## config.mk

```make
export PLATFORM = sky130hd
export DESIGN_NAME = mips_cpu
export DESIGN_NICKNAME = d
export VERILOG_FILES = /design/src/source/mips_pkg.sv /design/src/source/mips_control.sv /design/src/source/mips_alu.sv /design/src/source/mips_cpu.sv
export VERILOG_INCLUDE_DIRS = /design/src /design/src/source
export SDC_FILE = /design/constraint.sdc
export NUM_CORES = 1
export LEC_CHECK = 0
export BUFFER_PORTS_ARGS = -buffer_cell sky130_fd_sc_hd__buf_2
export CELL_PAD_IN_SITES_DETAIL_PLACEMENT = 0
export CELL_PAD_IN_SITES_GLOBAL_PLACEMENT = 1
export CORE_ASPECT_RATIO = 0.6
export CORE_MARGIN = 8
export CORE_UTILIZATION = 38
export DETAILED_ROUTE_END_ITERATION = 7
export PLACE_DENSITY_LB_ADDON = 0.1
export SYNTH_ARGS = -nofsm -noshare
export SYNTH_HDL_FRONTEND = slang
export SYNTH_SLANG_ARGS = --single-unit
export TNS_END_PERCENT = 1
```

## constraint.sdc

```tcl
create_clock -name clk -period 6.9 [get_ports clk]
set_clock_uncertainty 0.1 [all_clocks]
set_input_delay 0.69 -clock clk [delete_from_list [all_inputs] [get_ports clk]]
set_output_delay 0.69 -clock clk [all_outputs]
set_load 0.02 [all_outputs]
```

## src/source/mips_settings.svh

```systemverilog
//*************************************************
// global sizes for the single-cycle mips core
// data width other than 32 is not supported by the
// instruction formats; dmem depth must be a power of 2
//*************************************************

`ifndef MIPS_SETTINGS_SVH
`define MIPS_SETTINGS_SVH

// machine word width
`define MIPS_DATA_W 32

// architectural register count
`define MIPS_REG_COUNT 32

// register number width, follows the register count
`define MIPS_REG_AW $clog2(`MIPS_REG_COUNT)

// data memory depth in words
`define MIPS_DMEM_WORDS 256

`endif

```

## src/source/mips_pkg.sv

```systemverilog
//*************************************************
// shared types for the mips subset core
// only add, sub, and, or, slt, addi, lw, sw, beq
//*************************************************

`include "mips_settings.svh"

package mips_pkg;

  // primary opcodes kept in this subset
  typedef enum logic [5:0] {
    OP_RTYPE = 6'h00,
    OP_BEQ   = 6'h04,
    OP_ADDI  = 6'h08,
    OP_LW    = 6'h23,
    OP_SW    = 6'h2b
  } opcode_e;

  // r-type function codes
  typedef enum logic [5:0] {
    FN_ADD = 6'h20,
    FN_SUB = 6'h22,
    FN_AND = 6'h24,
    FN_OR  = 6'h25,
    FN_SLT = 6'h2a
  } funct_e;

  typedef struct packed {
    opcode_e                  opcode;
    logic [`MIPS_REG_AW-1:0]  rs;
    logic [`MIPS_REG_AW-1:0]  rt;
    logic [`MIPS_REG_AW-1:0]  rd;
    logic [4:0]               shamt;
    funct_e                   funct;
  } instr_r_t;

  typedef struct packed {
    opcode_e                  opcode;
    logic [`MIPS_REG_AW-1:0]  rs;
    logic [`MIPS_REG_AW-1:0]  rt;
    logic [15:0]              imm;
  } instr_i_t;

  // one instruction word, seen as either format
  typedef union packed {
    instr_r_t r;
    instr_i_t i;
  } instr_u;

  // classic 3-bit alu control encoding
  typedef enum logic [2:0] {
    ALU_AND = 3'b000,
    ALU_OR  = 3'b001,
    ALU_ADD = 3'b010,
    ALU_SUB = 3'b110,
    ALU_SLT = 3'b111
  } alu_op_e;

  typedef struct packed {
    logic    reg_write;
    logic    reg_dst;
    logic    alu_src;
    logic    branch;
    logic    mem_write;
    logic    mem_to_reg;
    alu_op_e alu_op;
  } ctrl_t;

  typedef struct packed {
    logic                    we;
    logic [`MIPS_REG_AW-1:0] num;
    logic [`MIPS_DATA_W-1:0] data;
  } reg_write_t;

  // addr is a byte address
  typedef struct packed {
    logic                    we;
    logic [`MIPS_DATA_W-1:0] addr;
    logic [`MIPS_DATA_W-1:0] data;
  } mem_write_t;

endpackage

```

## src/source/mips_control.sv

```systemverilog
//*************************************************
// main decoder and alu decoder in one block
// any encoding outside the subset decodes as a nop
//*************************************************

`timescale 1ns/1ps

module mips_control (
  input  mips_pkg::instr_u instr,
  output mips_pkg::ctrl_t  ctrl
);

  import mips_pkg::*;

  always_comb begin
    // nop unless a known encoding is found
    ctrl.reg_write  = 1'b0;
    ctrl.reg_dst    = 1'b0;
    ctrl.alu_src    = 1'b0;
    ctrl.branch     = 1'b0;
    ctrl.mem_write  = 1'b0;
    ctrl.mem_to_reg = 1'b0;
    ctrl.alu_op     = ALU_ADD;

    case (instr.i.opcode)
      OP_RTYPE: begin
        ctrl.reg_dst = 1'b1;
        // funct comes from the r-type view of the same word
        case (instr.r.funct)
          FN_ADD: begin
            ctrl.reg_write = 1'b1;
            ctrl.alu_op    = ALU_ADD;
          end
          FN_SUB: begin
            ctrl.reg_write = 1'b1;
            ctrl.alu_op    = ALU_SUB;
          end
          FN_AND: begin
            ctrl.reg_write = 1'b1;
            ctrl.alu_op    = ALU_AND;
          end
          FN_OR: begin
            ctrl.reg_write = 1'b1;
            ctrl.alu_op    = ALU_OR;
          end
          FN_SLT: begin
            ctrl.reg_write = 1'b1;
            ctrl.alu_op    = ALU_SLT;
          end
          default: ctrl.reg_write = 1'b0;
        endcase
      end
      OP_ADDI: begin
        ctrl.reg_write = 1'b1;
        ctrl.alu_src   = 1'b1;
      end
      OP_LW: begin
        ctrl.reg_write  = 1'b1;
        ctrl.alu_src    = 1'b1;
        ctrl.mem_to_reg = 1'b1;
      end
      OP_SW: begin
        ctrl.alu_src   = 1'b1;
        ctrl.mem_write = 1'b1;
      end
      OP_BEQ: begin
        // compare by subtraction, zero flag decides
        ctrl.branch = 1'b1;
        ctrl.alu_op = ALU_SUB;
      end
      default: ctrl.branch = 1'b0;
    endcase
  end

endmodule

```

## src/source/mips_alu.sv

```systemverilog
//*************************************************
// combinational alu, slt compares as signed
// no overflow detection
//*************************************************

`timescale 1ns/1ps

`include "mips_settings.svh"

module mips_alu (
  input  logic [`MIPS_DATA_W-1:0] a,
  input  logic [`MIPS_DATA_W-1:0] b,
  input  mips_pkg::alu_op_e       op,
  output logic [`MIPS_DATA_W-1:0] result,
  output logic                    zero
);

  import mips_pkg::*;

  always_comb begin
    case (op)
      ALU_AND: result = a & b;
      ALU_OR:  result = a | b;
      ALU_ADD: result = a + b;
      ALU_SUB: result = a - b;
      // 1 or 0 in the low bit
      ALU_SLT: begin
        result = '0;
        result[0] = ($signed(a) < $signed(b));
      end
      default: result = '0;
    endcase
  end

  // beq relies on this after a subtract
  assign zero = (result == '0);

endmodule

```

## src/source/mips_cpu.sv

```systemverilog
//*************************************************
// single-cycle datapath, one instruction per clock
// instruction memory is external and must answer
// instr_addr in the same cycle
//*************************************************

`timescale 1ns/1ps

`include "mips_settings.svh"

module mips_cpu (
  input  logic                    clk,
  input  logic                    arst_n,
  output logic [`MIPS_DATA_W-1:0] instr_addr,
  input  logic [`MIPS_DATA_W-1:0] instr_data,
  output logic [`MIPS_REG_AW-1:0] rf_ra1,
  output logic [`MIPS_REG_AW-1:0] rf_ra2,
  input  logic [`MIPS_DATA_W-1:0] rf_rd1,
  input  logic [`MIPS_DATA_W-1:0] rf_rd2,
  output mips_pkg::reg_write_t    rf_wr,
  output logic [`MIPS_DATA_W-1:0] mem_addr,
  input  logic [`MIPS_DATA_W-1:0] mem_rdata,
  output mips_pkg::mem_write_t    mem_wr
);

  import mips_pkg::*;

  logic [`MIPS_DATA_W-1:0] pc;
  logic [`MIPS_DATA_W-1:0] pc_plus4;
  logic [`MIPS_DATA_W-1:0] pc_branch;
  logic [`MIPS_DATA_W-1:0] pc_next;
  logic                    pc_src;

  instr_u                  instr;
  ctrl_t                   ctrl;
  logic [`MIPS_REG_AW-1:0] write_num;
  logic [`MIPS_DATA_W-1:0] sign_imm;
  logic [`MIPS_DATA_W-1:0] src_b;
  logic [`MIPS_DATA_W-1:0] alu_result;
  logic                    alu_zero;
  logic [`MIPS_DATA_W-1:0] result;

  // fetch
  assign instr_addr = pc;
  assign instr      = instr_data;

  mips_control mips_control_i (
    .instr (instr),
    .ctrl  (ctrl)
  );

  // register read numbers come straight from the word
  assign rf_ra1 = instr.i.rs;
  assign rf_ra2 = instr.i.rt;

  // destination is rd for r-type, rt otherwise
  assign write_num = ctrl.reg_dst ? instr.r.rd : instr.i.rt;

  assign sign_imm = {{(`MIPS_DATA_W-16){instr.i.imm[15]}}, instr.i.imm};
  assign src_b    = ctrl.alu_src ? sign_imm : rf_rd2;

  mips_alu mips_alu_i (
    .a      (rf_rd1),
    .b      (src_b),
    .op     (ctrl.alu_op),
    .result (alu_result),
    .zero   (alu_zero)
  );

  // memory access
  assign mem_addr = alu_result;

  // write-back select
  assign result = ctrl.mem_to_reg ? mem_rdata : alu_result;

  // no state changes while reset is held
  always_comb begin
    rf_wr.we   = ctrl.reg_write & arst_n;
    rf_wr.num  = write_num;
    rf_wr.data = result;

    mem_wr.we   = ctrl.mem_write & arst_n;
    mem_wr.addr = alu_result;
    mem_wr.data = rf_rd2;
  end

  // next pc
  assign pc_plus4  = pc + `MIPS_DATA_W'(4);
  assign pc_branch = pc_plus4 + (sign_imm << 2);
  assign pc_src    = ctrl.branch & alu_zero;
  assign pc_next   = pc_src ? pc_branch : pc_plus4;

  always_ff @(posedge clk or negedge arst_n) begin
    if (!arst_n) begin
      pc <= '0;
    end else begin
      pc <= pc_next;
    end
  end

endmodule

```

==> results of run 1 <==
-- cell usage after synthesis (all sizes together) (5+ instances only) --
| library cell | instances |
|---|---|
| o221a | 5 |
| a21o | 26 |
| o31ai | 14 |
| mux2 | 41 |
| nand2 | 164 |
| o21bai | 10 |
| nor3 | 37 |
| mux2i | 6 |
| dfrtp | 30 |
| nand3 | 39 |
| and2 | 11 |
| xor2 | 26 |
| nor2 | 123 |
| o221ai | 7 |
| a221o | 5 |
| or2 | 10 |
| a221oi | 9 |
| a31oi | 19 |
| and3 | 12 |
| and4 | 6 |
| ha | 140 |
| o21a | 18 |
| a2bb2oi | 7 |
| a22oi | 5 |
| o21ai | 63 |
| nor2b | 11 |
| o22ai | 23 |
| a211oi | 11 |
| o2111ai | 5 |
| clkbuf | 43 |
| a21oi | 136 |
| or3 | 16 |
| nor4 | 18 |
| xnor2 | 47 |
| o211ai | 26 |
| a21boi | 5 |
| nand2b | 17 |
| o311ai | 6 |
| nand4 | 23 |
| buf | 91 |
| inv | 117 |
-- path summary, 6_finish.rpt --
check	to	start
min	instr_addr[31]	arst_n
min reg2reg	instr_addr[31]	instr_addr[31]
min in group clk	instr_addr[31]	instr_addr[31]
max in group asynchronous	instr_addr[15]	arst_n
max	rf_wr[26]	instr_data[28]
max reg2reg	instr_addr[31]	instr_addr[6]
-- final cells by class --
cell class / count / area [µm²]
well taps: 360 / 450
multi-input cells: 1207 / 8350
clock inverters: 1 / 5.00
flip-flops and latches: 30 / 751
inverters: 118 / 443
fillers: 2834 / 14600
repair buffers: 331 / 1760
clock buffers: 7 / 143
-- power by group --
group          total (mW)  internal, mW  leakage [nW]  switching (mW)
Sequential          0.176         0.176         0.405    0.0000000142
Clock               0.237         0.143        0.0739          0.0940
Combinational        1.18         0.398          5.53           0.778
Total                1.59         0.717          6.00           0.872
-- per-layer routing --
layer  routed length (µm)  global-route usage, %  up-vias  part of all wire, %
met5                    0                      0        -                    0
met4                  583                   3.44        0                  1.3
met3                 4930                   7.72       36                   11
met2                17600                   35.6      606                   38
met1                22900                   40.7     5553                   50
li1                     -                      -     5679                    -
-- logic make-up (layout without fill, tap and decap cells) --
kind of cell	after synthesis	count (layout)	share of synthesized area [%]
other	1	2	0.0363
AND/OR/NAND/NOR	501	501	23.4
adder cells (fa/ha/maj)	143	143	17.6
buffers and inverters	252	457	12.2
XOR/XNOR	73	73	6.19
flip-flops	30	30	7.27
multiplexers	47	47	5.05
AO/OA/AOI/OAI	441	441	28.3
-- stage by stage --
step | hold slack, ns | instance area (µm²)
CTS | 0.398 | 11900
floorplan | 0.294 | 10300
global route | 0.427 | 11900
global placement | 0.490 | 11700
detailed placement | 0.502 | 11700
finish | 0.367 | 11900
-- what timing repair did --
action | 4_1_cts | 5_1_grt
resized for setup | 0 | 2
hold endpoints to repair | 0 | 0
setup buffers | 0 | 0
endpoints found under the setup margin | 0 | 11
==> results.cfg, run 1 <==
[power]
total_power_mw = 1.59
vdd_drop_max_mv = 0.0743
power_leakage_nw = 6.00
power-per-cell-area_mw_per_mm2 = 134

[placed_design]
pre_cts_ws_ns = 0.0340
dp_hpwl_um = 38000
finalWeightedCongestion = 0.967
dpl.cell_count = 2046
numPortBuffers = 294

[sta]
fin_ws_ns = 0.272
setup_tns_ns = 0
fmax_mhz = 151
finalSetupViolations = 0
worst_slew_pin_slew_ns = 1.07
period_share_pct = 96.1
slew_headroom_pct = 28.2
hold_violations = 0
rsz0062_at_grt = false
slew_violations = 0
final.min_clock_period_ns = 6.63

[cells_and_area]
mostFrequentLayoutCell = buf_2
final_nets = 1966
final_cell_mix = buf_2 (294), nand2_1 (162), ha_1 (140), a21oi_1 (134), nor2_1 (122)
area_growth_pct = 15.3
largest_reg_flops = 30
drive_above_1_share_pct = 24.1
layout.cells.non_filler = 2054
diodes = 0
fin_util_pct = 44.9

[critical_path]
r2r_setup_slack_ns = 1.70
crit_type = in -> out
worst_ep_arrival_time_ns = 5.84
crit_fanout = 9
worstPathCellList = buf_2, nor2_1, o21ai_4, o21ai_0, ha_1, inv_1, fa_1, nand2b_1, a211oi_1, buf_4, o211ai_1, o21ai_1, a21oi_2, o21ai_0, a31oi_1, o22ai_1, o21bai_1, mux2_2, buf_2
crit_slowest_cell = nor2_1
cp_data_required_time_ns = 6.11
path_delay_family = compound AO/OA/AOI/OAI gates
cp.depth = 19
critPathLaunchType = input pin
slowest_delay_ns = 0.53
endpoint_kind = primary output
critPathBufInv = 4
r2r_cells = 18

[global_routing]
grt_util_all_layers_pct = 26.4
grt_overflow = 0
grt_pass1_wl_um = 68200
grt_pass1_vias = 11000
grt_max_degree = 52
grt_antenna_before_repair = 0

[logic_synthesis]
ys_ff_latch = 30
synth_area_leaders = ha_1 (17%), dfrtp_1 (7.3%), a21oi_1 (6.5%)
synthesis.area_mm2 = 0.0103
synth-edff-count = 0
seq_area_frac_synth_pct = 7.27
syn-instance-count = 1488
synth_top_area_share_pct = 17.0
yosysWarnings = 0
synth.avg_cell_area_um2 = 6.94
ys.flop_type = dfrtp_1
async_flop_share_pct = 100
synth_top_cell_by_area = ha_1
synth.lib_cells_used.distinct = 82

[floorplanning]
fp-row-count = 46
start_util_pct = 38.9
io_pins = 307
core_mm2 = 0.0265
die_y_um = 144
die_area_mm2 = 0.0329
die_x_um = 229

[detailed_routing]
viasPerCell = 5.78
wl_per_cell_um = 22.4
wl_um = 46000
ant_nets = 0
drcViolationCount = 0
drt_pass1_iterations = 5
drt_iter0_drc = 1294
vias = 11900

[cts]
numClockSinks = 30
cts_tree = built
ctsLongestPathBuffers = 2
cts_htree_levels = 2
cts_buffers = 5
cts_hold_buf = 0
cts_root_buf = clkbuf_16
cts.clk_slew.worst_paths_ns = 0.06
clkLatencyLatePin_ns = 0.29

[min_path]
min_path_type = in -> async

[run]
drv_cap = 0

[status]
status = finished, final reports clean
Note: power is estimated with default switching activity, not from simulation.
==> inputs of run 2 (changes only) <==
- CTS_BUF_LIST: unset -> sky130_fd_sc_hd__clkbuf_8 sky130_fd_sc_hd__clkbuf_16
==> results.cfg, run 2 (synthesis gave the netlist of run 1 again) <==
[status]
status = finished, final reports clean

[sta]
finalSetupViolations = 0
final.min_clock_period_ns = 6.64
slew_headroom_pct = 27.6
worst_slew_pin_slew_ns = 1.08
rsz0062_at_grt = false
period_share_pct = 96.2
fmax_mhz = 151
hold_violations = 0
setup_tns_ns = 0
slew_violations = 0

[detailed_routing]
drt_iter0_drc = 1294
ant_nets = 0
drcViolationCount = 0
wl_um = 46100
drt_pass1_iterations = 5
wl_per_cell_um = 22.4
viasPerCell = 5.80
vias = 11900

[global_routing]
grt_max_degree = 52
grt_overflow = 0
grt_util_all_layers_pct = 26.4
grt_pass1_vias = 11000
grt_antenna_before_repair = 0
grt_pass1_wl_um = 68200

[floorplanning]
core_mm2 = 0.0265
fp-row-count = 46
die_x_um = 229
die_y_um = 144
io_pins = 307
start_util_pct = 38.9
die_area_mm2 = 0.0329

[run]
drv_cap = 0

[critical_path]
r2r_setup_slack_ns = 1.70
crit_type = in -> out
endpoint_kind = primary output
critPathLaunchType = input pin
r2r-end = instr_addr[31]
worst_ep_arrival_time_ns = 5.85
cp_data_required_time_ns = 6.11
crit_fanout = 9
r2r_start = instr_addr[6]
r2r_cells = 18

[cells_and_area]
fin_util_pct = 44.9
drive_above_1_share_pct = 24.1
area_growth_pct = 15.3
mostFrequentLayoutCell = buf_2
largest_reg_flops = 30
diodes = 0
final_cell_mix = buf_2 (294), nand2_1 (162), ha_1 (140), a21oi_1 (134), nor2_1 (122)
final_nets = 1966

[cts]
cts_buffers = 5
numClockSinks = 30
cts_tree = built
cts_hold_buf = 0
ctsLongestPathBuffers = 2
cts_htree_levels = 2
cts_root_buf = clkbuf_16
cts.clk_slew.worst_paths_ns = 0.06
clkLatencyLatePin_ns = 0.29

[placed_design]
numPortBuffers = 294
dp_hpwl_um = 38000
finalWeightedCongestion = 0.967

[power]
power_leakage_nw = 6.01
vdd_drop_max_mv = 0.0742
power-per-cell-area_mw_per_mm2 = 134

[min_path]
min_path_type = in -> async
## run 2: cell types whose count changed in the layout (fill, tap and decap cells not counted)
cell | before | now
clkbuf_1 | 1 | 0
inv_1 | 117 | 118
## run 2: worst max-delay path by stage
stage | start | endpoint | slack, ns | cells past startpoint
final | instr_data[28] | rf_wr[26] | 0.26 | 19
after global routing | instr_data[28] | rf_wr[26] | 0.008 | 19
after CTS | instr_data[31] | instr_addr[2] | 0.29 | 20
after detailed placement | instr_data[31] | instr_addr[2] | 0.03 | 20
after global placement | instr_data[31] | instr_addr[2] | 0.06 | 20
after floorplan | instr_data[0] | instr_addr[13] | 1.11 | 20
## run 2: power breakdown
part,switching [mW],internal (mW)
Sequential,0.0000000142,0.176
Clock,0.0941,0.142
Combinational,0.780,0.398
## run 2: critical path, stage by stage
cell,delay (ns)
buf_2,0.13
nor2_1,0.53
o21ai_4,0.16
o21ai_0,0.36
ha_1,0.33
inv_1,0.08
fa_1,0.40
nand2b_1,0.23
a211oi_1,0.37
buf_4,0.21
o211ai_1,0.13
o21ai_1,0.35
a21oi_2,0.18
o21ai_0,0.52
a31oi_1,0.22
o22ai_1,0.24
o21bai_1,0.26
mux2_2,0.24
buf_2,0.20
## run 2: layout make-up
class | count | area [µm²]
fillers | 2834 | 14600
clock inverters | 2 | 8.76
clock buffers | 6 | 139
well taps | 360 | 450
inverters | 118 | 443
repair buffers | 331 | 1760
flip-flops and latches | 30 | 751
multi-input cells | 1207 | 8350
## run 2: per-layer routing
metal | up-vias | track usage (%) | share of wire, %
li1 | 5680 | - | -
met1 | 5577 | 40.7 | 50
met2 | 613 | 35.6 | 38
met3 | 33 | 7.72 | 11
met4 | 0 | 3.44 | 1.2
met5 | - | 0 | 0
## run 2: stage by stage
step / setup WS, ns / instance area, µm² / hold slack, ns / std cells / total power, mW
after floorplan: 1.11 / 10300 / 0.294 / 1489 / 0.978
final: 0.263 / 11900 / 0.367 / 2054 / 1.59
after detailed placement: 0.0340 / 11700 / 0.502 / 2046 / 1.33
after global routing: 0.00790 / 11900 / 0.427 / 2054 / 1.68
after CTS: 0.289 / 11900 / 0.398 / 2054 / 1.57
after global placement: 0.0622 / 11700 / 0.490 / 2046 / 1.34
## run 2: what timing repair did
item                                    4_1_cts  5_1_grt
buffers inserted                              0        0
gates resized for setup                       0        2
hold endpoints to repair                      0        0
endpoints found under the setup margin        0       11
